<file path="src/hw/img_pkg.sv">
package img_pkg;

    // source image and result geometry

    typedef logic [7:0]  pixel_t;     // 8-bit grey level
    typedef logic [6:0]  coord_t;     // source row or column
    typedef logic [5:0]  tgt_t;       // target row or column index
    typedef logic [13:0] src_addr_t;  // row * 100 + column
    typedef logic [11:0] dst_addr_t;  // row * tw + column

    // one source row in memory
    localparam src_addr_t SRC_STRIDE = 14'd100;

endpackage

</file>
<file path="src/hw/bic_pkg.sv">
package bic_pkg;

    // fraction precision of the source position
    localparam int FRAC_BITS = 15;

    // tap fifo, also the number of credits the fetcher starts with
    localparam int FIFO_DEPTH = 4;
    localparam int PTR_W      = $clog2(FIFO_DEPTH);
    localparam int CREDIT_W   = $clog2(FIFO_DEPTH + 1);

    // kernel arithmetic
    localparam int COEF_W   = 13;                 // a..d in half units, about 3x a tap
    localparam int ACC_W    = 62;
    localparam int ACC_FRAC = 3 * FRAC_BITS + 1;  // x^3 bits plus the half-unit bit

    typedef logic [FRAC_BITS-1:0]     frac_t;
    typedef logic signed [9:0]        tap_t;      // pixel in half units
    typedef logic signed [COEF_W-1:0] coef_t;
    typedef logic signed [ACC_W-1:0]  acc_t;

    // everything the interpolator needs for one target pixel
    typedef struct packed {
        tap_t               p0;
        tap_t               p1;
        tap_t               p2;
        tap_t               p3;
        frac_t              frac;
        img_pkg::dst_addr_t addr;
        logic               last;   // final pixel of the run
    } tap_group_t;

endpackage

</file>
<file path="src/hw/tap_link_if.sv">
`timescale 1ns/1ps

interface tap_link_if;
    import bic_pkg::*;

    logic       push;
    tap_group_t push_group;
    logic       credit;      // one pulse per entry leaving the fifo
    logic       pop_valid;
    tap_group_t pop_group;

    // producer side
    modport fetch (
        output push,
        output push_group,
        input  credit
    );

    modport fifo (
        input  push,
        input  push_group,
        output credit,
        output pop_valid,
        output pop_group
    );

    // consumer takes every entry shown, so no ready
    modport interp (
        input  pop_valid,
        input  pop_group
    );

endinterface

</file>
<file path="src/hw/cubic_interp.sv">
`timescale 1ns/1ps

module cubic_interp (
    input  logic               CLK,
    input  logic               RST,
    tap_link_if.interp         link,
    output logic               dst_we,
    output img_pkg::dst_addr_t dst_addr,
    output img_pkg::pixel_t    dst_data,
    output logic               done
);
    import img_pkg::*;
    import bic_pkg::*;

    tap_group_t               g;
    coef_t                    p0, p1, p2, p3;
    coef_t                    a, b, c, d;
    coef_t                    a_q, b_q, c_q, d_q;
    frac_t                    x_q;
    logic [2*FRAC_BITS-1:0]   x2_q;
    logic [3*FRAC_BITS-1:0]   x3_q;
    acc_t                     pa, pb, pc, pd;
    acc_t                     sum;
    acc_t                     rnd;
    acc_t                     whole;
    pixel_t                   pix;
    dst_addr_t                addr1, addr2;
    logic                     last1, last2, last3;
    logic                     v1, v2;

    assign g  = link.pop_group;
    assign p0 = coef_t'(g.p0);
    assign p1 = coef_t'(g.p1);
    assign p2 = coef_t'(g.p2);
    assign p3 = coef_t'(g.p3);

    // catmull-rom terms, taps are even so the halvings are exact
    assign a = p1 + (p1 >>> 1) + (p3 >>> 1) - (p0 >>> 1) - p2 - (p2 >>> 1);
    assign b = (p2 <<< 1) + p0 - (((p1 <<< 2) + p1) >>> 1) - (p3 >>> 1);
    assign c = (p2 >>> 1) - (p0 >>> 1);
    assign d = p1;

    // stage 1: coefficients and powers of x
    always_ff @(posedge CLK) begin
        a_q   <= a;
        b_q   <= b;
        c_q   <= c;
        d_q   <= d;
        x_q   <= g.frac;
        x2_q  <= g.frac * g.frac;           // 30 fraction bits
        x3_q  <= g.frac * g.frac * g.frac;  // 45 fraction bits
        addr1 <= g.addr;
        last1 <= g.last;
    end

    // stage 2: products, all aligned to 45 bits of x
    always_ff @(posedge CLK) begin
        pa    <= a_q * $signed({1'b0, x3_q});
        pb    <= (b_q * $signed({1'b0, x2_q})) <<< FRAC_BITS;
        pc    <= (c_q * $signed({1'b0, x_q})) <<< (2 * FRAC_BITS);
        pd    <= acc_t'(d_q) <<< (3 * FRAC_BITS);
        addr2 <= addr1;
        last2 <= last1;
    end

    // stage 3: sum, round half up, clamp
    assign sum   = pa + pb + pc + pd;
    assign rnd   = sum + (acc_t'(1) <<< (ACC_FRAC - 1));
    assign whole = rnd >>> ACC_FRAC;

    always_comb begin
        if (sum[ACC_W-1])
            pix = '0;                 // undershoot
        else if (whole > acc_t'(255))
            pix = 8'hff;              // overshoot saturates
        else
            pix = pixel_t'(whole);
    end

    always_ff @(posedge CLK) begin
        dst_addr <= addr2;
        dst_data <= pix;
        last3    <= last2;
    end

    always_ff @(posedge CLK) begin
        if (RST) begin
            v1     <= 1'b0;
            v2     <= 1'b0;
            dst_we <= 1'b0;
            done   <= 1'b0;
        end else begin
            v1     <= link.pop_valid;
            v2     <= v1;
            dst_we <= v2;
            done   <= dst_we && last3;  // cycle after the final write
        end
    end

endmodule

</file>
<file path="src/flat_wrapper.sv">
// flat-port wrapper written by rule: the top's interface ports become plain ports
module cubic_interp_flat import img_pkg::*; import bic_pkg::*;
  (CLK, RST, dst_we, dst_addr, dst_data, done, link_pop_valid, link_pop_group);
  tap_link_if link_i ();
  input  logic CLK;
  input  logic RST;
  output logic dst_we;
  output img_pkg::dst_addr_t dst_addr;
  output img_pkg::pixel_t dst_data;
  output logic done;
  input wire logic [$bits(link_i.pop_valid)-1:0] link_pop_valid;
  input wire logic [$bits(link_i.pop_group)-1:0] link_pop_group;
  assign link_i.pop_valid = link_pop_valid;
  assign link_i.pop_group = link_pop_group;
  cubic_interp u_core (.CLK(CLK), .RST(RST), .link(link_i), .dst_we(dst_we), .dst_addr(dst_addr), .dst_data(dst_data), .done(done));
endmodule
</file>
<file path="config.mk">
export PLATFORM = sky130hd
export DESIGN_NAME = cubic_interp_flat
export DESIGN_NICKNAME = d
export VERILOG_FILES = /design/src/hw/img_pkg.sv /design/src/hw/bic_pkg.sv /design/src/hw/tap_link_if.sv /design/src/hw/cubic_interp.sv /design/src/flat_wrapper.sv
export SDC_FILE = /design/constraint.sdc
export NUM_CORES = 2
export LEC_CHECK = 0
export ABC_CLOCK_PERIOD_IN_PS = 15950
export BUFFER_PORTS_ARGS = -buffer_cell sky130_fd_sc_hd__clkbuf_2
export CORE_AREA = 2 2 290 363
export DETAILED_ROUTE_END_ITERATION = 16
export DIE_AREA = 0 0 292 365
export GPL_TIMING_DRIVEN = 1
export PLACE_DENSITY = 0.89
export REMOVE_ABC_BUFFERS = 1
export SLEW_MARGIN = 20
export SYNTH_ARGS = -nofsm -noshare
export SYNTH_HDL_FRONTEND = slang
export SYNTH_SLANG_ARGS = --single-unit
</file>
<file path="constraint.sdc">
create_clock -name CLK -period 15.95 [get_ports CLK]
set_input_delay 0.7975 -clock CLK [delete_from_list [all_inputs] [get_ports CLK]]
set_output_delay 0.7975 -clock CLK [all_outputs]
set_load 0.05 [all_outputs]
</file>
# After elaboration in Yosys (flattened, before gate mapping)
# Index checks and enable logic that the tools add are counted.
# W data, S select, Z words.
# classes
n_addsub,14
n_mul,6
n_lt_le_gt_ge,1
mux,1
reduce_logical,1
# ops
cell,n
$add A62 B62 Y62,2
$add A62 B47 Y62 const B,1
$add A62 B55 Y62,1
$mul A15 B15 Y30,2
$mul A13 B46 Y59,1
$mul A30 B15 Y45,1
$mul A13 B31 Y44,1
$sub A13 B9 Y13,3
$mul A10 B16 Y26,1
$gt A16 B9 Y1 const B,1
$add A12 B10 Y13,1
$sub A12 B12 Y13,1
$sub A13 B10 Y13,1
$add A11 B10 Y12,1
$add A11 B9 Y12,1
$add A10 B9 Y11,1
$sub A9 B9 Y10,1
$mux W8,1
$logic_and A1 B1 Y1,1
# word_totals
register_bits,338
inputBits,71
out_inout_bits,22

# Logic depth before layout (Yosys ltp)
# depth
ltp_word,6
ltp_mapped,51
depth_no_buf,50

# Least setup slack after synthesis
# Ideal clock, no wire load.
# synth_timing
path_kind,input -> register
startpoint,input link_pop_group[26]
endpoint,register u_core.x3_q[42]
setup_ns,0.072
arrival_time_ns,12.188
path_slack_ns,3.689
cell_stages,44
path_buffers,3
cell_sequence,clkbuf_1 clkbuf_1 nand2_1 fa_1 fa_1 inv_1 fa_1 fa_1 fa_1 inv_1 fa_1 inv_1 ha_1 and4_1 and3_1 a221oi_1 a211oi_1 nor2_1 (+8 left out) fa_1 fa_1 fa_1 inv_1 fa_1 inv_1 ha_1 a21oi_1 nand2_1 a21oi_1 o31a_1 o21a_1 o21ai_0 o41ai_1 o31ai_1 o21a_1 nor2_1 xnor2_1
# synth_via
elab_chain_len,2
# synth_rtl
item,line_no,rtl
start: declaration,flat_wrapper.sv:12,input wire logic [$bits(link_i.pop_group)-1:0] link_pop_group;
$mul A15 B15 Y30,cubic_interp.sv:51,x3_q <= g.frac * g.frac * g.frac;
$mul A30 B15 Y45 *,cubic_interp.sv:51,
end signal: assignment,cubic_interp.sv:51,
end: declaration,cubic_interp.sv:21,logic [3*FRAC_BITS-1:0] x3_q;
# Mark *: on every way between the ends. The rest lies on a longest branch, timed or not.
# A chain may end at the register's enable or synchronous reset.

# Worst setup path after layout
# Same ends and word-level chain as after synthesis.

==> summary.txt <==
nets = 9182
first-pass GRT wire length = 278000 um
post-cts resize count = 0
final clock skew = 19.7 ps
Vias/cell = 5.91
CP max FO = 45
die width = 292 um
Cells after Synth = 7039
clk_lat worst skew = 610 ps
Yosys warning count = 0
hold buffer count at cts = 0
drt total wl = 171000 um
largest net degree at the start of global routing = 48
fmax = 73.0 MHz
Layout area overhead = 4.32%
post-synthesis async set-or-reset flop share = 0%
slowest cell on the critical path = clkbuf_2
root buf cell = clkbuf_16
DRC errors left = 0
unrepaired setup endpoints after global routing = no
status = complete, no violations
CP Capture Type = register
most frequent cells in the layout = fa_1, inv_1, nand2_1
post-synthesis cell area = 66600 um2
period utilisation layout = 85.9%
RePlAce Congestion = 0.983
gr usage total = 33.2%
Critical Path Start Type = input port
Slew HR = 20.4%
post-layout min period = 13710 ps
Max Cap Viol = 0
DR iter-0 viols = 3465
number of setup buffers added after CTS = 0
clk slew on worst S/H paths = 70 ps
WL/cell = 20.6 um
initial antenna violation count = 15
Post-Syn Area per Cell = 9.46 um2
htree depth = 2
Port Buf Inserts = 91
Hold Vio Cnt, Final = 0
kind of critical path = in -> reg
# clock sinks = 308
Required @ worst endpoint = 16480 ps
vias in the first global route = 55100
Critical Path AT = 14240 ps
area of the core = 103000 um2
Post-synth EDFFs = 0
Slew Viols, Final = 0
HP Class = in -> reg
Worst Tran Pin Value = 1190 ps
Crit path largest cell delay = 800 ps
Num CTS Buffers = 40
drt first pass iters = 6
gr ovfl total = 0
Initial Util = 64.5%
Yosys cell types = 85
DR vias = 49100
Critical Path Most Common Cell = fa_1
Die Area = 107000 um2
most common cell after layout, fill and taps aside = fa_1
CTS tree = done
io pins = 93
flops & latches, synth = 308
Final Setup Violations = 0
clk buf depth = 3
Final TNS setup = 0 ps
share of cells above drive strength 1 = 3.82%
Seq/Total Area, Yosys = 9.26%
std cell rows = 132
Top FF cell, synth = dfxtp_1
HPWL after DPL = 136000 um
Routed Antenna Nets = 0
die height = 365 um
## per-stage QoR
stage               util, %  instances  hold slack [ps]  setup slack, ps  cell area, um2
floorplan                 -       6747              310             3960           65500
global placement       65.9       8235              310             2320           68100
detailed placement     65.9       8235              312             2020           68100
CTS                    67.3       8309              273             2540           69500
global route           67.3       8310              288             1810           69500
finish                 67.3       8311              289             2240           69500
## layout make-up
type,instances,area [um2]
well taps,1340,1680
repair buffers,148,883
fillers,7185,33700
diodes,2,5.00
clock inverters,25,332
multi-input cells,5051,54100
flip-flops and latches,308,6180
clock buffers,49,1080
inverters,1388,5210
## sequential cells by signal (all words and copies together) (netlist names), 8 cells and up
| register | flops |
|---|---|
| u_core.a_q | 13 |
| u_core.addr1 | 12 |
| u_core.pa | 44 |
| u_core.pc | 26 |
| u_core.d_q | 10 |
| u_core.x3_q | 44 |
| u_core.pd | 10 |
| u_core.x_q | 15 |
| u_core.addr2 | 12 |
| u_core.x2_q | 28 |
| u_core.b_q | 13 |
| u_core.pb | 44 |
| u_core.c_q | 10 |
| u_core.dst_data | 8 |
| u_core.dst_addr | 12 |
## synth_stat cells (4+ instances only)
cell type	n	share of area, %
and3_1	19	0.18
inv_1	1388	7.8
and4_1	5	0.066
nand3_1	38	0.29
and2_1	628	5.9
o21bai_1	40	0.45
xor2_1	64	0.84
a211o_1	7	0.092
o31a_1	8	0.11
nor2_1	134	0.76
o21a_1	36	0.41
dfxtp_1	308	9.3
ha_1	715	13
clkbuf_1	290	1.6
a21o_1	82	0.92
nand2b_1	115	1.1
o21ai_1	4	0.030
nor4_1	7	0.066
nand2_1	969	5.5
o21ai_0	83	0.62
a2111oi_0	4	0.053
o211a_1	5	0.075
fa_1	1459	44
a211oi_1	14	0.16
xnor2_1	169	2.2
or2_2	15	0.14
a21boi_0	7	0.079
o211ai_1	9	0.10
nor3_1	42	0.32
a21oi_1	176	1.3
nor3b_1	4	0.045
nand4_1	21	0.20
a31o_2	5	0.066
nor2b_1	57	0.54
or3_1	15	0.14
a31oi_1	24	0.23
## cells by family after synthesis
logic type | after synthesis | share of synthesized area [%]
flip-flops | 308 | 9.26
adder cells (fa/ha/maj) | 2174 | 57.3
multiplexers | 6 | 0.103
AND/OR/NAND/NOR | 2088 | 15.4
other | 2 | 0.0113
XOR/XNOR | 233 | 3.06
buffers and inverters | 1683 | 9.50
AO/OA/AOI/OAI | 545 | 5.36
## critical path: cells and delay by family
family / cells / cell delay, ps
xor gates and xnor gates: 1 / 130
and+or+nand+nor: 10 / 2130
AOI/OAI and AO/OA: 10 / 3180
buffers and inverters: 9 / 1380
adders and majority gates: 14 / 6610
## path summary, 6_finish.rpt
check / start / to / slack [ps] / cells past startpoint
min: link_pop_group[8] / u_core.addr1[7] / 290 / 1
max reg2reg: u_core.a_q[5] / u_core.pa[40] / 7440 / 26
max: link_pop_group[26] / u_core.x3_q[42] / 2240 / 44
min reg2reg: u_core.addr2[7] / u_core.dst_addr[7] / 320 / 0
## per-layer routing
layer / part of all wire (%) / vias to the layer above / GRT usage, %
met5: 0.075 / - / 0
met4: 9.9 / 18 / 28.2
met3: 8.3 / 824 / 6.08
met2: 48 / 2486 / 56.0
met1: 33 / 24800 / 36.6
li1: - / 21000 / -
Power is not shown: default switching activity piles up to over one toggle a cycle in this logic, so the estimate is an artifact.
