**src/hw/img_pkg.sv**
```systemverilog
package img_pkg;

    // source image and result geometry

    typedef logic [7:0]  pixel_t;     // 8-bit grey level
    typedef logic [6:0]  coord_t;     // source row or column
    typedef logic [5:0]  tgt_t;       // target row or column index
    typedef logic [13:0] src_addr_t;  // row * 100 + column
    typedef logic [11:0] dst_addr_t;  // row * tw + column

    // one source row in memory
    localparam src_addr_t SRC_STRIDE = 14'd100;

endpackage

```
**src/hw/bic_pkg.sv**
```systemverilog
package bic_pkg;

    // fraction precision of the source position
    localparam int FRAC_BITS = 15;

    // tap fifo, also the number of credits the fetcher starts with
    localparam int FIFO_DEPTH = 4;
    localparam int PTR_W      = $clog2(FIFO_DEPTH);
    localparam int CREDIT_W   = $clog2(FIFO_DEPTH + 1);

    // kernel arithmetic
    localparam int COEF_W   = 13;                 // a..d in half units, about 3x a tap
    localparam int ACC_W    = 62;
    localparam int ACC_FRAC = 3 * FRAC_BITS + 1;  // x^3 bits plus the half-unit bit

    typedef logic [FRAC_BITS-1:0]     frac_t;
    typedef logic signed [9:0]        tap_t;      // pixel in half units
    typedef logic signed [COEF_W-1:0] coef_t;
    typedef logic signed [ACC_W-1:0]  acc_t;

    // everything the interpolator needs for one target pixel
    typedef struct packed {
        tap_t               p0;
        tap_t               p1;
        tap_t               p2;
        tap_t               p3;
        frac_t              frac;
        img_pkg::dst_addr_t addr;
        logic               last;   // final pixel of the run
    } tap_group_t;

endpackage

```
**src/hw/tap_link_if.sv**
```systemverilog
`timescale 1ns/1ps

interface tap_link_if;
    import bic_pkg::*;

    logic       push;
    tap_group_t push_group;
    logic       credit;      // one pulse per entry leaving the fifo
    logic       pop_valid;
    tap_group_t pop_group;

    // producer side
    modport fetch (
        output push,
        output push_group,
        input  credit
    );

    modport fifo (
        input  push,
        input  push_group,
        output credit,
        output pop_valid,
        output pop_group
    );

    // consumer takes every entry shown, so no ready
    modport interp (
        input  pop_valid,
        input  pop_group
    );

endinterface

```
**src/hw/tap_fetcher.sv**
```systemverilog
`timescale 1ns/1ps

module tap_fetcher (
    input  logic               CLK,
    input  logic               RST,
    input  logic               start,
    input  img_pkg::coord_t    v0,
    input  img_pkg::coord_t    h0,
    input  logic [4:0]         sw,
    input  img_pkg::tgt_t      sh,
    input  img_pkg::tgt_t      tw,
    output logic               src_rd,
    output img_pkg::src_addr_t src_addr,
    input  img_pkg::pixel_t    src_data,
    tap_link_if.fetch          link
);
    import img_pkg::*;
    import bic_pkg::*;

    typedef enum logic [2:0] {
        S_IDLE,
        S_SUB,     // remainder reduction, one step per cycle
        S_DIV,     // serial divide for the fraction
        S_READ,
        S_PUSH
    } state_t;

    state_t              state;
    coord_t              h0_q;
    logic [4:0]          sw_m1;
    tgt_t                sh_m1;
    tgt_t                tw_m1;
    tgt_t                row;
    tgt_t                col;
    src_addr_t           row_base;
    dst_addr_t           dst_cnt;
    logic [6:0]          rem;       // position remainder, in units of 1/(tw-1)
    coord_t              off;       // integer source offset within the row
    logic [6:0]          div_r;
    logic [3:0]          div_cnt;
    logic [7:0]          div_trial;
    frac_t               frac;
    logic [1:0]          rd_cnt;
    logic [1:0]          rd_idx;
    logic                rd_q;
    logic                single_q;
    logic                single;
    logic                last_col;
    logic                last_row;
    coord_t              rd_col;
    tap_t                taps [4];
    logic [CREDIT_W-1:0] credits;

    assign single   = (frac == '0);  // source pixel hit exactly
    assign last_col = (col == tw_m1);
    assign last_row = (row == sh_m1);

    // restoring step, msb set means the trial went negative
    assign div_trial = {div_r, 1'b0} - {2'b00, tw_m1};

    // p0..p3 sit at offset -1..+2, a single read uses the offset itself
    assign rd_col   = h0_q + off + coord_t'(rd_cnt) - coord_t'(!single);
    assign src_rd   = (state == S_READ);
    assign src_addr = row_base + src_addr_t'(rd_col);

    assign link.push = (state == S_PUSH) && !rd_q && (credits != '0);
    assign link.push_group = '{
        p0:   taps[0],
        p1:   taps[1],
        p2:   taps[2],
        p3:   taps[3],
        frac: frac,
        addr: dst_cnt,
        last: last_col && last_row
    };

    always_ff @(posedge CLK) begin
        if (RST) begin
            state <= S_IDLE;
        end else begin
            case (state)
                S_IDLE: begin
                    if (start) begin
                        h0_q     <= h0;
                        sw_m1    <= sw - 5'd1;
                        sh_m1    <= sh - 6'd1;
                        tw_m1    <= tw - 6'd1;
                        row_base <= src_addr_t'(v0) * SRC_STRIDE;
                        row      <= '0;
                        col      <= '0;
                        rem      <= '0;
                        off      <= '0;
                        dst_cnt  <= '0;
                        div_r    <= '0;
                        div_cnt  <= '0;
                        state    <= S_DIV;
                    end
                end
                S_SUB: begin
                    if (rem >= {1'b0, tw_m1}) begin
                        rem <= rem - {1'b0, tw_m1};
                        off <= off + 7'd1;
                    end else begin
                        div_r   <= rem;
                        div_cnt <= '0;
                        state   <= S_DIV;
                    end
                end
                S_DIV: begin
                    div_r   <= div_trial[7] ? {div_r[5:0], 1'b0} : div_trial[6:0];
                    frac    <= {frac[FRAC_BITS-2:0], ~div_trial[7]};
                    div_cnt <= div_cnt + 4'd1;
                    if (div_cnt == 4'(FRAC_BITS - 1)) begin
                        rd_cnt <= '0;
                        state  <= S_READ;
                    end
                end
                S_READ: begin
                    rd_cnt <= rd_cnt + 2'd1;
                    if (single || rd_cnt == 2'd3)
                        state <= S_PUSH;
                end
                S_PUSH: begin
                    if (link.push) begin
                        dst_cnt <= dst_cnt + 1'b1;
                        if (last_col) begin
                            col <= '0;
                            rem <= '0;
                            off <= '0;
                            if (last_row) begin
                                state <= S_IDLE;
                            end else begin
                                row      <= row + 6'd1;
                                row_base <= row_base + SRC_STRIDE;
                                div_r    <= '0;
                                div_cnt  <= '0;
                                state    <= S_DIV;
                            end
                        end else begin
                            col   <= col + 6'd1;
                            rem   <= rem + {2'b00, sw_m1};  // next target step
                            state <= S_SUB;
                        end
                    end
                end
                default: state <= S_IDLE;
            endcase
        end
    end

    // read data returns one cycle after src_rd
    always_ff @(posedge CLK) begin
        if (RST)
            rd_q <= 1'b0;
        else
            rd_q <= src_rd;
        rd_idx   <= rd_cnt;
        single_q <= single;
    end

    always_ff @(posedge CLK) begin
        if (rd_q) begin
            if (single_q) begin
                taps[0] <= tap_t'({1'b0, src_data, 1'b0});
                taps[1] <= tap_t'({1'b0, src_data, 1'b0});
                taps[2] <= tap_t'({1'b0, src_data, 1'b0});
                taps[3] <= tap_t'({1'b0, src_data, 1'b0});
            end else begin
                taps[rd_idx] <= tap_t'({1'b0, src_data, 1'b0});
            end
        end
    end

    // credit counter, a push and a returned credit may coincide
    always_ff @(posedge CLK) begin
        if (RST)
            credits <= CREDIT_W'(FIFO_DEPTH);
        else if (link.push && !link.credit)
            credits <= credits - 1'b1;
        else if (!link.push && link.credit)
            credits <= credits + 1'b1;
    end

endmodule

```
**src/flat_wrapper.sv**
```systemverilog
// flat-port wrapper written by rule: the top's interface ports become plain ports
module tap_fetcher_flat import img_pkg::*; import bic_pkg::*;
  (CLK, RST, start, v0, h0, sw, sh, tw, src_rd, src_addr, src_data, link_push, link_push_group, link_credit);
  tap_link_if link_i ();
  input  logic CLK;
  input  logic RST;
  input  logic start;
  input  img_pkg::coord_t v0;
  input  img_pkg::coord_t h0;
  input  logic [4:0] sw;
  input  img_pkg::tgt_t sh;
  input  img_pkg::tgt_t tw;
  output logic src_rd;
  output img_pkg::src_addr_t src_addr;
  input  img_pkg::pixel_t src_data;
  output wire logic [$bits(link_i.push)-1:0] link_push;
  output wire logic [$bits(link_i.push_group)-1:0] link_push_group;
  input wire logic [$bits(link_i.credit)-1:0] link_credit;
  assign link_push = link_i.push;
  assign link_push_group = link_i.push_group;
  assign link_i.credit = link_credit;
  tap_fetcher u_core (.CLK(CLK), .RST(RST), .start(start), .v0(v0), .h0(h0), .sw(sw), .sh(sh), .tw(tw), .src_rd(src_rd), .src_addr(src_addr), .src_data(src_data), .link(link_i));
endmodule
```
**config.mk**
```make
export PLATFORM = sky130hd
export DESIGN_NAME = tap_fetcher_flat
export DESIGN_NICKNAME = d
export VERILOG_FILES = /design/src/hw/img_pkg.sv /design/src/hw/bic_pkg.sv /design/src/hw/tap_link_if.sv /design/src/hw/tap_fetcher.sv /design/src/flat_wrapper.sv
export SDC_FILE = /design/constraint.sdc
export NUM_CORES = 1
export LEC_CHECK = 0
export BUFFER_PORTS_ARGS = -buffer_cell sky130_fd_sc_hd__buf_2
export CAP_MARGIN = 30
export CORE_UTILIZATION = 55
export CTS_CLUSTER_SIZE = 8
export DETAILED_ROUTE_END_ITERATION = 12
export PLACE_DENSITY = 0.78
export SLEW_MARGIN = 25
export SYNTH_ARGS = -nofsm -noshare
export SYNTH_HDL_FRONTEND = slang
export SYNTH_SLANG_ARGS = --single-unit
```
**constraint.sdc**
```tcl
create_clock -name CLK -period 9.35 [get_ports CLK]
set_clock_uncertainty 0.2 [all_clocks]
set_input_delay 0 -clock CLK [delete_from_list [all_inputs] [get_ports CLK]]
set_output_delay 0 -clock CLK [all_outputs]
set_load 0.005 [all_outputs]
```
[Word-level counts from Yosys, hierarchy flattened]
Memories as Yosys holds them, arrays and structs flattened.
Cells that the tools add are included.
Word-level totals
  register bits after elaboration: 114
  logic and storage cells: 145
  memories kept: 1
  input bits: 43
  bits in writable memories: 32
  output and inout bits: 84
Cells by class
  add/sub/neg operators: 19
  mux-type cells: 58
  reduce and logical (&&, ||, !) cells: 28
  magnitude comparators: 1
  multiply operators: 1
  bitwise gates (word level): 2
  equal/unequal tests: 16
Memories
  u_core.taps: words 4, width 8, rd ports 4, clocked after memory_dff 0, write ports 4, RTL line tap_fetcher.sv:51  | tap_t taps [4];
Operators by type and width (number)
  two-way mux 7 bit: 12
  two-way mux 14 bit: 4
  one-hot mux 7 bit (3 select lines): 2
  two-way mux 6 bit: 6
  one-hot mux 14 bit (2 select lines): 1
  one-hot mux 7 bit (4 select lines): 1
  two-way mux 12 bit: 2
  one-hot mux 12 bit (2 select lines): 1
  one-hot mux 6 bit (2 select lines): 2
  two-way mux 3 bit: 7
  two-way mux 4 bit: 5
  one-hot mux 4 bit (4 select lines): 1
  logical NOT 15 bit: 1
  one-hot mux 3 bit (5 select lines): 1
  adder 14 x 7 -> 14 bit: 1
  adder 14 x 7 -> 14 bit, second input constant: 1
  adder 12 x 1 -> 12 bit, second input constant: 1
  adder 6 x 1 -> 6 bit, second input constant: 2
  equality test 6 bit: 2
  multiplier 7 x 5 -> 12 bit, second input constant: 1
  AND reduction 6 bit: 2
  subtractor 6 x 1 -> 6 bit, second input constant: 2
  inequality test 2 x 1 -> 1 bit, second input constant: 5
  AND reduction 5 bit: 2
  36 further kinds: 60

[Longest topological paths before layout]
  depth in word-level cells: 7
  depth in mapped cells: 18

[Least setup slack after synthesis]
Ideal clock, no wire load.
  kind: flip-flop to output port
  from: reg u_core.frac[3]
  to: out src_addr[11]
  required time: 9150 ps
  path buffers: 0
  cell stages (with the launch flop): 17
  setup slack: 5556 ps
  arrival: 3594 ps
  cell sequence: edfxtp_1 > nor4_1 > and4_1 > inv_1 > ha_1 > fa_1 > inv_1 > ha_1 > fa_1 > xor2_1 > ha_1 > a21o_1 > a21oi_1 > o21bai_1 > a21oi_1 > nor2_1 > xor2_1
Between the ends
  cells in the longest elaborated chain, start to end: 4
RTL lines
  start: declaration: RTL line tap_fetcher.sv:42  | frac_t frac;
  start signal: assignment: RTL line tap_fetcher.sv:111  | frac <= {frac[FRAC_BITS-2:0], ~div_trial[7]};
  logical NOT 15 bit: RTL line tap_fetcher.sv:54  | assign single = (frac == '0);
  net u_core.single: RTL line tap_fetcher.sv:47  | logic single;
  logical NOT 1 bit: RTL line tap_fetcher.sv:62  | assign rd_col = h0_q + off + coord_t'(rd_cnt) - coord_t'(!single);
  subtractor 7 x 1 -> 7 bit: RTL line tap_fetcher.sv:62
  adder 14 x 7 -> 14 bit: RTL line tap_fetcher.sv:64  | assign src_addr = row_base + src_addr_t'(rd_col);
  end: declaration: RTL line flat_wrapper.sv:14  | output img_pkg::src_addr_t src_addr;
The timed path passes the listed nets, and every way through them passes these cells.

[Worst setup path after layout]
Ends and elaborated chain as after synthesis.

==> key figures <==
Die
  – Row count: 43
  – Die area: 15,200 um2
  – Die height: 123 um
  – Core area: 14,100 um2
  – Initial Util: 0.573
  – Die Width: 123 um
  – I/O pin count: 127

STA
  – Setup TNS: 0 ns
  – Min cycle time layout: 4.83 ns
  – Max_slew headroom: 0.479
  – Max Slew Vio Count: 0
  – Period utilization: 0.516
  – RSZ-0062 raised after global routing: no
  – Slew @ Worst Pin: 0.776 ns
  – Max Clk Rate: 0.207 GHz
  – Final Hold Viols: 0
  – Final count of negative-setup-slack endpoints: 0
  – Final worst setup slack: about 4.5 ns

Layout
  – Most frequent cells in the layout: 134 x edfxtp_1, 118 x buf_2, 73 x ha_1
  – Diodes inserted: 0
  – FILL cells: between 900 and 1,000
  – Synth-to-Final Area Change: 23.9%
  – Layout cells sized above 1: 0.186
  – Seq. cell area: 4220 um2
  – Commonest non-fill, non-tap cell in the layout: edfxtp_1
  – Final net count: 1,011
  – Multi-input logic area: 3570 um2

Worst setup path
  – Req. time, crit path: 9.15 ns
  – Worst-path fanout max: 4
  – Critical path's largest stage delay: 0.48 ns
  – Worst path slowest cell: fa_1
  – Arrival time worst endpoint: ~4.6 ns
  – Critical Path, Cell by Cell: nor4_1 > and4_1 > inv_1 > ha_1 > fa_1 > inv_1 > ha_1 > fa_1 > xor2_1 > ha_1 > a21o_1 > a21oi_1 > o21bai_1 > a21oi_1 > nor2_1 > xor2_1 > buf_2
  – Crit path capture type: output pin
  – Startpoint Class: register
  – CP most frequent cell: ha_1
  – Crit Path Category: register to output pin
  – Worst-case reg-to-reg path depth: 10

Synth
  – #FFs+latches synth: 144
  – Synth cell types: 46
  – YS warnings: 0
  – Most common flop cell mapped by yosys: edfxtp_1
  – Syn Inst Count: 704
  – Register area share after synthesis: 0.521
  – Ys async rst share: 0
  – Mapped Avg Cell Area: 11.5 um2
  – Synth area leaders: edfxtp_1 50%, ha_1 11%, xor2_1 5.0%
  – Area share of the largest cell type after synthesis: 0.496
  – Post-synth top area cell: edfxtp_1
  – Mapped cell area: 8110 um2
  – Post-synth EDFFs: 134

Clock network
  – PostCTS Resize Cnt: 0
  – CTS tree: built
  – Clock Pin Slew Worst Setup and Hold Paths: 0.07 ns
  – Number of buffers created by CTS: 17
  – Clk_lat worst skew: 0.42 ns
  – Root Buffer: clkbuf_16
  – CTS Hold Bufs: 51
  – H-tree Lvls: 4
  – Clk sink count: 144
  – Clk buf depth: 2
  – Setup repair bufs after CTS: 0

Placed design
  – Placer Congestion: 0.928
  – DPL Wire Length: roughly 12 mm
  – Post-Place Worst Slack: 4.99 ns
  – IO Port Bufs: about 120

Global route
  – First-pass GRT wire length: 27.8 mm
  – Vias in the first global route: ~6,000
  – Largest net degree at the start of global routing: 34
  – Initial antenna violation count: 0
  – Global route overflow: 0
  – GRT Util Overall: 0.240

Pwr
  – Power Dens Cells: 281 nW/um2
  – Worst vdd ir: 0.000134 V
  – Total power: 2.82 mW
  – P_leak: 4.25 nW

Route
  – Routed len/inst: about 16 um
  – Detailed router's first-iteration violation count: 303
  – Antenna-violating nets left: 0
  – Drt drc: 0
  – Total Wirelength: about 17 mm
  – Vias post-DR: just under 6,000
  – Drt pass-1 iters: 6
  – Via density: 5.41

Hold path
  – Hold WC Path Type: primary input to register
  – Worst hold stages: 4

Status
  – Status: completed

Flow run
  – Max_cap viols: 0
-- final timing paths --
kind / endpoint / slack, ns / start
setup / recovery: src_addr[11] / 4.52 / u_core.frac[3]
hold / removal: u_core.row_base[13] / 0.01 / v0[5]
setup reg to reg: u_core.credits[2] / 6.00 / u_core.state[0]
hold reg to reg: u_core.rd_idx[1] / 0.21 / u_core.rd_cnt[1]
-- cell families after synthesis --
group | share of synthesized area
other | 0.000463
multiplexers | 0.00617
buffers and inverters | 0.0431
adder cells (fa/ha/maj) | 0.137
AO/OA/AOI/OAI | 0.0792
flip-flops | 0.521
XOR/XNOR | 0.101
AND/OR/NAND/NOR | 0.112
-- where the power goes --
group | leakage [nW] | total [mW] | switching, mW | internal (mW)
combinational | 2.61 | 1.10 | 0.594 | 0.506
clock | 0.300 | 0.726 | 0.275 | 0.451
sequential | 1.33 | 0.993 | 0.112 | 0.881
total | 4.25 | 2.82 | 0.981 | 1.84
-- area by class of cell --
class	count	share of cell area
sequential	144	0.421
multi-input combinational	482	0.356
timing repair buffer	174	0.113
clock buffer	18	0.0427
inverter	66	0.0247
tap	180	0.0224
clock inverter	14	0.0202
-- through the flow --
stage / hold WS (ns) / util / instance area (um2) / instances
6_report: 0.0132 / 0.710 / 10000 / 1078
3_5_place_dp: -0.0202 / 0.629 / 8890 / 995
3_3_place_gp: -0.0210 / 0.628 / 8890 / 994
4_1_cts: 0.00811 / 0.709 / 10000 / 1078
2_1_floorplan: -0.101 / - / 8130 / 711
5_1_grt: 0.0501 / 0.710 / 10000 / 1078
-- metal layers --
| metal | share of wire | GRT usage | vias up |
|---|---|---|---|
| li1 | - | - | 2825 |
| met1 | 0.43 | 0.290 | 2819 |
| met2 | 0.52 | 0.428 | 167 |
| met3 | 0.043 | 0.0549 | 23 |
| met4 | 0.013 | 0.0670 | 0 |
| met5 | 0 | 0 | - |
-- state kept, by name (all words and copies together), names as in the netlist, 4 cells and up --
register / flops
u_core.sh_m1: 6
u_core.div_cnt: 4
u_core.taps: 32
u_core.div_r: 7
u_core.frac: 15
u_core.sw_m1: 5
u_core.tw_m1: 6
u_core.row: 6
u_core.h0_q: 7
u_core.rem: 7
u_core.off: 7
u_core.col: 6
u_core.row_base: 12
u_core.dst_cnt: 12
-- cells in the mapped netlist (11+ instances only) --
cell and number:
inv_1 66, nor2_1 66, nand2_1 42, xor2_1 46, o21ai_0 29, edfxtp_1 134
clkbuf_1 11, a21o_1 12, nor3_1 18, nand3_1 20, xnor2_1 44, a21oi_1 26
ha_1 73
-- worst max-delay path: cells and delay by family, from the launching register on --
family	cells	cell delay (ns)
AO/OA/AOI/OAI	4	0.84
buffers and inverters	3	0.24
AND/OR/NAND/NOR	3	0.74
adder cells (fa/ha/maj)	5	1.56
flip-flops	1	0.42
XOR/XNOR	2	0.40
(Power assumes the default switching activity.)
