**config.mk**
```make
export PLATFORM = sky130hd
export DESIGN_NAME = tap_fifo_flat
export DESIGN_NICKNAME = d
export VERILOG_FILES = /design/src/hw/img_pkg.sv /design/src/hw/bic_pkg.sv /design/src/hw/tap_link_if.sv /design/src/hw/tap_fifo.sv /design/src/flat_wrapper.sv
export SDC_FILE = /design/constraint.sdc
export NUM_CORES = 1
export LEC_CHECK = 0
export ABC_AREA = 1
export BUFFER_PORTS_ARGS = -buffer_cell sky130_fd_sc_hd__buf_2
export CAP_MARGIN = 15
export CORE_ASPECT_RATIO = 1.4
export CORE_MARGIN = 1.5
export CORE_UTILIZATION = 57
export DETAILED_ROUTE_END_ITERATION = 10
export PLACE_DENSITY = 0.84
export SLEW_MARGIN = 10
export SYNTH_ARGS = -nofsm -noshare
export SYNTH_HDL_FRONTEND = slang
export SYNTH_SLANG_ARGS = --single-unit
export TNS_END_PERCENT = 1
```
**constraint.sdc**
```tcl
create_clock -name CLK -period 3.15 [get_ports CLK]
set_input_delay 0.63 -clock CLK [delete_from_list [all_inputs] [get_ports CLK]]
set_output_delay 0.63 -clock CLK [all_outputs]
set_load 0.03 [all_outputs]
```
**src/hw/img_pkg.sv**
```systemverilog
package img_pkg;

    // source image and result geometry

    typedef logic [7:0]  pixel_t;     // 8-bit grey level
    typedef logic [6:0]  coord_t;     // source row or column
    typedef logic [5:0]  tgt_t;       // target row or column index
    typedef logic [13:0] src_addr_t;  // row * 100 + column
    typedef logic [11:0] dst_addr_t;  // row * tw + column

    // one source row in memory
    localparam src_addr_t SRC_STRIDE = 14'd100;

endpackage

```
**src/hw/bic_pkg.sv**
```systemverilog
package bic_pkg;

    // fraction precision of the source position
    localparam int FRAC_BITS = 15;

    // tap fifo, also the number of credits the fetcher starts with
    localparam int FIFO_DEPTH = 4;
    localparam int PTR_W      = $clog2(FIFO_DEPTH);
    localparam int CREDIT_W   = $clog2(FIFO_DEPTH + 1);

    // kernel arithmetic
    localparam int COEF_W   = 13;                 // a..d in half units, about 3x a tap
    localparam int ACC_W    = 62;
    localparam int ACC_FRAC = 3 * FRAC_BITS + 1;  // x^3 bits plus the half-unit bit

    typedef logic [FRAC_BITS-1:0]     frac_t;
    typedef logic signed [9:0]        tap_t;      // pixel in half units
    typedef logic signed [COEF_W-1:0] coef_t;
    typedef logic signed [ACC_W-1:0]  acc_t;

    // everything the interpolator needs for one target pixel
    typedef struct packed {
        tap_t               p0;
        tap_t               p1;
        tap_t               p2;
        tap_t               p3;
        frac_t              frac;
        img_pkg::dst_addr_t addr;
        logic               last;   // final pixel of the run
    } tap_group_t;

endpackage

```
**src/hw/tap_link_if.sv**
```systemverilog
`timescale 1ns/1ps

interface tap_link_if;
    import bic_pkg::*;

    logic       push;
    tap_group_t push_group;
    logic       credit;      // one pulse per entry leaving the fifo
    logic       pop_valid;
    tap_group_t pop_group;

    // producer side
    modport fetch (
        output push,
        output push_group,
        input  credit
    );

    modport fifo (
        input  push,
        input  push_group,
        output credit,
        output pop_valid,
        output pop_group
    );

    // consumer takes every entry shown, so no ready
    modport interp (
        input  pop_valid,
        input  pop_group
    );

endinterface

```
**src/hw/tap_fifo.sv**
```systemverilog
`timescale 1ns/1ps

module tap_fifo #(
    parameter type item_t = bic_pkg::tap_group_t
) (
    input  logic     CLK,
    input  logic     RST,
    tap_link_if.fifo link
);
    import bic_pkg::*;

    item_t               mem [FIFO_DEPTH];
    logic [PTR_W-1:0]    wr_ptr;
    logic [PTR_W-1:0]    rd_ptr;
    logic [CREDIT_W-1:0] count;
    logic                pop;

    assign link.pop_valid = (count != '0);
    assign link.pop_group = mem[rd_ptr];

    // the interpolator accepts whatever is shown
    assign pop         = link.pop_valid;
    assign link.credit = pop;

    always_ff @(posedge CLK) begin
        if (link.push)
            mem[wr_ptr] <= link.push_group;
    end

    always_ff @(posedge CLK) begin
        if (RST) begin
            wr_ptr <= '0;
            rd_ptr <= '0;
            count  <= '0;
        end else begin
            if (link.push)
                wr_ptr <= (wr_ptr == PTR_W'(FIFO_DEPTH - 1)) ? '0 : wr_ptr + 1'b1;
            if (pop)
                rd_ptr <= (rd_ptr == PTR_W'(FIFO_DEPTH - 1)) ? '0 : rd_ptr + 1'b1;
            case ({link.push, pop})
                2'b10:   count <= count + 1'b1;
                2'b01:   count <= count - 1'b1;
                default: count <= count;   // both or neither
            endcase
        end
    end

endmodule

```
**src/flat_wrapper.sv**
```systemverilog
// flat-port wrapper written by rule: the top's interface ports become plain ports
module tap_fifo_flat import bic_pkg::*;
#(
    parameter type item_t = bic_pkg::tap_group_t
)
  (CLK, RST, link_push, link_push_group, link_credit, link_pop_valid, link_pop_group);
  tap_link_if link_i ();
  input  logic CLK;
  input  logic RST;
  input wire logic [$bits(link_i.push)-1:0] link_push;
  input wire logic [$bits(link_i.push_group)-1:0] link_push_group;
  output wire logic [$bits(link_i.credit)-1:0] link_credit;
  output wire logic [$bits(link_i.pop_valid)-1:0] link_pop_valid;
  output wire logic [$bits(link_i.pop_group)-1:0] link_pop_group;
  assign link_i.push = link_push;
  assign link_i.push_group = link_push_group;
  assign link_credit = link_i.credit;
  assign link_pop_valid = link_i.pop_valid;
  assign link_pop_group = link_i.pop_group;
  tap_fifo #(.item_t(item_t)) u_core (.CLK(CLK), .RST(RST), .link(link_i));
endmodule
```
# Word-level counts from Yosys, hierarchy flattened
# Memory sizes are Yosys's and may differ from the RTL's. A register that Yosys moved wholly into a read port is not among the register bits.
# Index checks and enable logic that the tools add are counted.
# W data, S select, Z words.
totals:
  in_bits: 71
  register_bits: 7
  out_inout_bits: 70
  mem_bits_rw: 272
  mem_count: 1
  elab_cells: 21
memory_table:
  columns: ["memory", "words", "word_bits", "rd", "rd_clocked_by_memory_dff", "write_ports", "line_no", "rtl"]
  rows:
  - ["u_core.mem", 4, 68, 1, 1, 1, "tap_fifo.sv:12", "item_t mem [FIFO_DEPTH];"]
op_classes:
  n_reduce_logical: 2
  muxes: 7
  addsub: 4
  eq_ne: 4
op_table:
  columns: ["cell", "count"]
  rows:
  - ["$mux W2", 4]
  - ["$eq A2 B2 Y1 const B", 3]
  - ["$pmux W3 S2", 1]
  - ["$add A2 B1 Y2 const B", 2]
  - ["$add A3 B1 Y3 const B", 1]
  - ["$reduce_bool A3 Y1", 1]
  - ["$sub A3 B1 Y3 const B", 1]
  - ["$eq A2 B1 Y1 const B", 1]
  - ["$mux W1", 2]
  - ["$reduce_bool A2 Y1", 1]

# Longest topological paths before layout
# Gate-level depths: netlist (run 1).
logic_depth:
  word_depth: 4
  ltp_mapped: 11
  ltp_nobuf: 11

# Least setup slack after synthesis (run 1)
# Ideal clock, no wire load.
synth_timing:
  path_kind: "input -> register"
  from: "in link_push"
  to: "mem u_core.mem[3][0] (netlist bit), enable pin"
  arrival_ps: 1987
  setup_ps: 422
  n_path_buf: 0
  cell_stages: 2
  setup_slack_ps: 741
  cell_sequence: "nand2_1 > inv_1"
synth_via:
  elab_chain_len: 2
synth_lines:
  columns: ["item", "line_no", "rtl"]
  rows:
  - ["start, declared", "flat_wrapper.sv:10", "input wire logic [$bits(link_i.push)-1:0] link_push;"]
  - ["$mux W1", "tap_fifo.sv:26", "if (link.push)"]
  - ["$mux W1 (implied by the code)", "tap_fifo.sv:27", "mem[wr_ptr] <= link.push_group;"]
  - ["end, declared", "tap_fifo.sv:12", null]
# No other way between the ends.

==> summary.md, run 1 <==
| Metric | Value |
|---|---|
| # IOs | 141 |
| Library cells used by synthesis | 20 |
| Slew @ Worst Pin | 568 ps |
| ANT nets after route | 0 |
| Internal power | 6840 uW |
| Total power | 10700 uW |
| Area delta synth->final | 16.1% |
| CP Capture Type | output pin |
| Syn avg cell area | 14.6 sq um |
| Fmax | 348 MHz |
| Placer Congestion | 0.763 |
| Die area | 0.0193 sq mm |
| Final Critical Period | 2870 ps |
| Layout Nets | 939 |
| RR Startpoint | u_core.wr_ptr[0]$_SDFFE_PP0P_ |
| Die H | 164 um |
| Worst Setup Path Type | flip-flop to output pin |
| First-pass DRT Iterations | 5 |
| Final setup viols | 0 |
| Hold Slack | 273 ps |
| TritonCTS clock tree | yes |
| Largest net degree at the start of global routing | 137 |
| Hold path depth | 2 |
| Yosys reg bits | 281 |
| R2r setup slk | 1340 ps |
| Crit-path max cell delay | 550 ps |
| Final Skew | 7.72 ps |
| Hold Vio Cnt, Final | 0 |
| Sequential cell area fraction in the yosys report | 79.2% |
| Worst hold path class | input pin to flip-flop |
| Sw frac | 36.3% |
| Vias per cell | 5.71 |
| Status | complete, no violations |
| Core ar. | 0.0181 sq mm |
| Worst IR Drop VDD | 0.000707 V |
| Register area | 0.00835 sq mm |
| Routed wire length | 21400 um |
| Clock root cell | clkbuf_16 |
| Setup slack after layout | 275 ps |
| Post-route insts no fill | 1124 |
| Worst-Skew Late Latency | 520 ps |
| Worst path slowest cell | dfxtp_2 |
| Max_cap viols | 0 |
| Crit-path cells | buf_4 > o21ai_0 > o22ai_1 > buf_2 |
| FILL cells | 1211 |
| Sequential Power Share | 40.8% |
| Row count | 58 |
| Combinational fraction of design power | 32.2% |
| Setup Buffers After CTS | 0 |
| Buffers on Ports | 140 |
| YS warnings | 0 |
| Final worst path period share | 91.3% |
| Syn_nets | 801 |
| Vias | 6415 |
| Gr ovfl total | 0 |
| Vias in the first global route | 6202 |
| Area of the multi-input gates | 0.00185 sq mm |
| Initial antenna violation count | 7 |
| Die width | 118 um |
| Hold-fix buffers at CTS | 0 |
| Slew HR | 62.1% |
| Pleak | 0.00433 uW |
| Starting Density | 58.3% |
| Max-slew violation count | 0 |
| PwrDens | 878 mW/mm^2 |
| Switching pwr | 3900 uW |
| # DRC | 0 |
| GR Util All Layers | 21.7% |
| First-pass GRT wire length | 32500 um |
| Startpoint types | flip-flop |
| Worst Reg-to-Reg Cells | 5 |
| Total negative slack | 0 ps |
| HPWL Detailed | 12200 um |
| Clock share of power | 27.0% |
| Post-Syn Area | 0.0105 sq mm |
| Resize count post-CTS | 0 |
| Mapped Cells | 723 |
| Place WS | 805 ps |
| CP Max Fanout | 33 |
| Longest Clk Path Bufs | 3 |
| DR WL/cell | 19.1 um |
| Clock slew at reported path FFs | 60 ps |
| Crit path arrival time | 2240 ps |
| First DRT Iteration DRCs | 685 |
| Unrepaired setup endpoints after global routing | false |
| Worst r2r dst | u_core.mem[0][62]$_DFFE_PP_ |
| Placed insts | 1074 |
| H-Tree Depth | 1 |
| Share of layout cells above drive strength 1 | 22.4% |
| CTS sink count | 281 |
| Hold EP | u_core.wr_ptr[0]$_SDFFE_PP0P_ |
| WP data required | 2520 ps |
| Hold wc startpoint | RST |
| Total CTS buffers | 25 |
[routing by layer]
layer / up-vias / GRT usage (%) / share of wire [%]
li1: 2992 / - / -
met1: 3134 / 27.8 / 41
met2: 242 / 37.0 / 50
met3: 45 / 3.92 / 5.9
met4: 2 / 9.04 / 3.1
met5: - / 0 / 0.033
[power groups by stage]
stage	sequential, uW	combinational [uW]	clock, uW
6_report	4390	3460	2900
4_1_cts	4390	3470	2920
3_5_place_dp	4470	3450	0
2_1_floorplan	4430	2540	0
5_1_grt	4400	3720	3070
3_3_place_gp	4460	3380	0
[cell families (layout without fill, tap and decap cells)]
| family | Yosys count | after routing | share of synthesized area [%] |
|---|---|---|---|
| AO/OA/AOI/OAI | 213 | 213 | 10.9 |
| XOR/XNOR | 1 | 1 | 0.0831 |
| adder cells (fa/ha/maj) | 7 | 7 | 0.831 |
| buffers and inverters | 60 | 216 | 3.19 |
| flip-flops | 281 | 281 | 79.2 |
| other | 0 | 5 | 0 |
| AND/OR/NAND/NOR | 161 | 161 | 5.75 |
[how the worst max path moves through the flow]
stage	startpoint	to	slack, ps	cells past startpoint
6_report	flip-flop	link_pop_group[46]	280	4
5_1_grt	flip-flop	link_pop_group[46]	190	4
4_1_cts	flip-flop	link_pop_group[46]	250	4
3_5_place_dp	flip-flop	link_pop_group[46]	810	4
3_3_place_gp	flip-flop	link_pop_group[13]	880	4
2_1_floorplan	link_push	u_core.mem[3][0]$_DFFE_PP_	740	2
[layout make-up]
class,instances,area share [%]
timing repair buffer,155,7.16
clock inverter,16,1.05
sequential,281,68.3
antenna,5,0.102
multi-input combinational,382,15.1
clock buffer,29,5.24
tap,240,2.45
inverter,16,0.573
[state kept, by name, summed over array words and instances (netlist names), named ones only]
register	count
u_core.mem	272
u_core.count	3
u_core.wr_ptr	2
u_core.rd_ptr	2
[through the flow]
step                      cell area (sq um)  util [%]
after global routing                  12200      67.7
after global placement                11500      63.4
after detailed placement              11500      63.4
after CTS                             12200      67.6
after floorplan                       10500         -
final                                 12200      67.7
[critical path, delay by kind of cell, from the launching register on]
family	cells	cell delay (ps)
buf+inv	2	680
flops	1	550
compound gates	2	490
[synthesized netlist by cell type]
master / instances / area [sq um]
o22ai_1: 68 / 425
inv_2: 1 / 3.75
nand2_1: 12 / 45.0
nor3_1: 1 / 5.00
inv_1: 14 / 52.6
dfxtp_1: 9 / 180
buf_2: 13 / 65.1
xor2_1: 1 / 8.76
clkbuf_4: 2 / 15.0
ha_1: 7 / 87.6
nor2_1: 148 / 556
o21ai_0: 137 / 686
edfxtp_1: 272 / 8170
a21oi_1: 3 / 15.0
clkbuf_2: 9 / 45.0
o21ai_1: 5 / 25.0
buf_4: 1 / 7.51
clkbuf_1: 10 / 37.5
buf_6: 9 / 101
inv_6: 1 / 8.76
[cell usage in the layout (no fill, tap or decap), types with 9 or more instances in the layout]
| cell type | n |
|---|---|
| buf_2 | 140 |
| buf_4 | 10 |
| clkbuf_16 | 25 |
| clkinv_2 | 9 |
| edfxtp_1 | 272 |
| inv_1 | 10 |
| nand2_1 | 12 |
| nor2_1 | 148 |
| o21ai_0 | 137 |
| o22ai_1 | 68 |
Note: power is estimated with default switching activity, not from simulation.
==> run 2: changes to the inputs <==
--- a/config.mk
+++ b/config.mk
@@ -9,7 +9,7 @@
 export BUFFER_PORTS_ARGS = -buffer_cell sky130_fd_sc_hd__buf_2
 export CAP_MARGIN = 15
 export CORE_ASPECT_RATIO = 1.4
-export CORE_MARGIN = 1.5
+export CORE_MARGIN = 4
 export CORE_UTILIZATION = 57
 export DETAILED_ROUTE_END_ITERATION = 10
 export PLACE_DENSITY = 0.84
==> run 2 against run 1 <==
Net effect:
- global-route usage decreased by 2.3 points
- utilization about the same
- non-clock buffer count increased by 1
- worst hold slack improved by 21 ps
- clock power decreased by 2%
- sequential power about the same
- largest cell class unchanged
- power decreased by 0.93%
- first-iteration DRC count decreased by 21%
- final area about the same
- die area increased by 7.4%
- register-to-register slack got worse by 40 ps
==> summary.md, run 2 (same netlist as run 1, synthesis figures left out) <==
| Metric | Value |
|---|---|
| Status | complete, no violations |
| Hold Slack | 294 ps (+20.9 ps) |
| Initial antenna violation count | 4 (-3) |
| WP data required | 2520 ps (about the same) |
| RR Startpoint | u_core.wr_ptr[1]$_SDFFE_PP0P_ |
| Row count | 58 (unchanged) |
| # IOs | 141 (unchanged) |
| First-pass DRT Iterations | 7 (+2) |
| Vias per cell | 5.62 (-1.5%) |
| Largest register FFs | 272 (unchanged) |
| Final Critical Period | 2820 ps (-58.7 ps) |
| Hold-fix buffers at CTS | 0 (unchanged) |
| GR Util All Layers | 19.4% (-2.3 points) |
| Worst path slowest cell | inv_6 |
| Setup Buffers After CTS | 0 (unchanged) |
| Crit-path max cell delay | 460 ps (-90 ps) |
| ANT nets after route | 0 (unchanged) |
| Largest reg by FF count | u_core.mem |
| Crit-path cells | inv_6 > buf_4 > o21ai_0 > o22ai_1 > buf_2 |
| First-pass GRT wire length | 31400 um (-3.4%) |
| Vias in the first global route | 6205 (+0.048%) |
| Max Used Layer | met5 |
| HPWL Detailed | 11600 um (-4.7%) |
| Worst-Skew Late Latency | 500 ps (-20 ps) |
| Highest-count cells in the layout ignoring fill and taps | edfxtp_1, nor2_1, buf_2 |
| TritonCTS clock tree | yes |
| Finished Core Util | 67.7% (about the same) |
| Unrepaired setup endpoints after global routing | false |
| Top flop regs | u_core.mem (272), u_core.count (3) |
| Routed wire length | 20400 um (-4.7%) |
| Die width | 123 um (+4.2%) |
| Placer Congestion | 0.750 (-1.6%) |
| Worst Setup Path Type | flip-flop to output pin |
| Share of layout cells above drive strength 1 | 22.4% (unchanged) |
| Total negative slack | 0 ps (unchanged) |
| Met2 WL | 10600 um (-1.5%) |
| Slew HR | 52.8% (-9.3 points) |
| FILL cells | 1207 (-0.33%) |
| Buffers on Ports | 140 (unchanged) |
| Area delta synth->final | 16.0% (about the same) |
| Die area | 0.0208 sq mm (+7.4%) |
| Clock slew at reported path FFs | 60 ps (about the same) |
| Largest net degree at the start of global routing | 137 (unchanged) |
| CTS sink count | 281 (unchanged) |
| Metal1 wirelength | 7730 um (-11%) |
| Total CTS buffers | 24 (-4.0%) |
| Longest Clk Path Bufs | 3 (unchanged) |
| CP Max Fanout | 94 (+180%) |
| Final worst path period share | 89.4% (-1.9 points) |
| H-Tree Depth | 1 (unchanged) |
| Max_cap viols | 0 (unchanged) |
| Worst IR Drop VDD | 0.000913 V (+29%) |
| Pleak | 0.00431 uW (-0.37%) |
| Commonest non-fill, non-tap cell in the layout | edfxtp_1 |
| First DRT Iteration DRCs | 540 (-21%) |
| Layout Nets | 939 (unchanged) |
| Hold wc startpoint | RST |
| Place WS | 806 ps (+0.870 ps) |
| Setup slack after layout | 334 ps (+58.7 ps) |
| Core ar. | 0.0181 sq mm (unchanged) |
| Die H | 169 um (+3.1%) |
| Max-slew violation count | 0 (unchanged) |
| Worst hold path class | input pin to flip-flop |
| Resize count post-CTS | 0 (unchanged) |
| Crit path arrival time | 2190 ps (-50 ps) |
| Starting Density | 58.3% (unchanged) |
| Clock root cell | clkbuf_16 |
| Final setup viols | 0 (unchanged) |
| CP Capture Type | output pin |
| Hold Vio Cnt, Final | 0 (unchanged) |
| # DRC | 0 (unchanged) |
| Gr ovfl total | 0 (unchanged) |
| Startpoint types | flip-flop |
| PwrDens | 870 mW/mm^2 (-0.88%) |
| Vias | 6301 (-1.8%) |
| Slew @ Worst Pin | 707 ps (+139 ps) |
| Final Skew | 12.4 ps (+4.70 ps) |
| Met3 wire length | 1400 um (+11%) |
| Fmax | 355 MHz (+2.1%) |
| DR WL/cell | 18.2 um (-4.5%) |
## run 2: cell count changes in the layout (fill, tap and decap cells not counted), sizes merged
cell | previous run | this run
buf | 155 | 156
clkinvlp | 0 | 3
diode | 5 | 2
clkbuf | 29 | 35
inv | 14 | 16
clkinv | 16 | 4
## run 2: worst paths after layout
check	cells after the start	endpoint	slack, ps
max	5	link_pop_group[25]	330
min	2	u_core.wr_ptr[0]$_SDFFE_PP0P_	290
max reg2reg	5	u_core.mem[0][66]$_DFFE_PP_	1300
min reg2reg	2	u_core.count[0]$_SDFFE_PP0P_	510
## run 2: cell type report
type / instances / area [sq um] / area share [%]
clock buffers: 35 / 663 / 5.42
diodes: 2 / 5.00 / 0.0409
multi-input cells: 382 / 1850 / 15.2
repair buffers: 156 / 883 / 7.22
flip-flops and latches: 281 / 8350 / 68.3
well taps: 240 / 300 / 2.46
inverters: 16 / 65.1 / 0.532
clock inverters: 9 / 105 / 0.860
## run 2: power by group
part           internal, uW  switching, uW
combinational           910           2500
clock                  1630           1200
sequential             4300            103
total                  6840           3800
## run 2: critical path, delay by kind of cell (launching register included)
family	cells	cell delay [ps]
AOI/OAI and AO/OA	2	280
DFF	1	360
buffers and inverters	3	990
## run 2: layer usage
layer | vias to the layer above | global-route usage, %
li1 | 2981 | -
met3 | 42 | 3.64
met2 | 248 | 33.9
met5 | - | 0
met1 | 3026 | 23.5
met4 | 4 | 8.14
## run 2: stage by stage
stage | area, sq um | std cells | power, uW
floorplan | 10500 | 723 | 6970
global placement | 11500 | 1075 | 7800
detailed placement | 11500 | 1075 | 7890
CTS | 12200 | 1119 | 10700
global route | 12200 | 1121 | 11100
finish | 12200 | 1121 | 10600
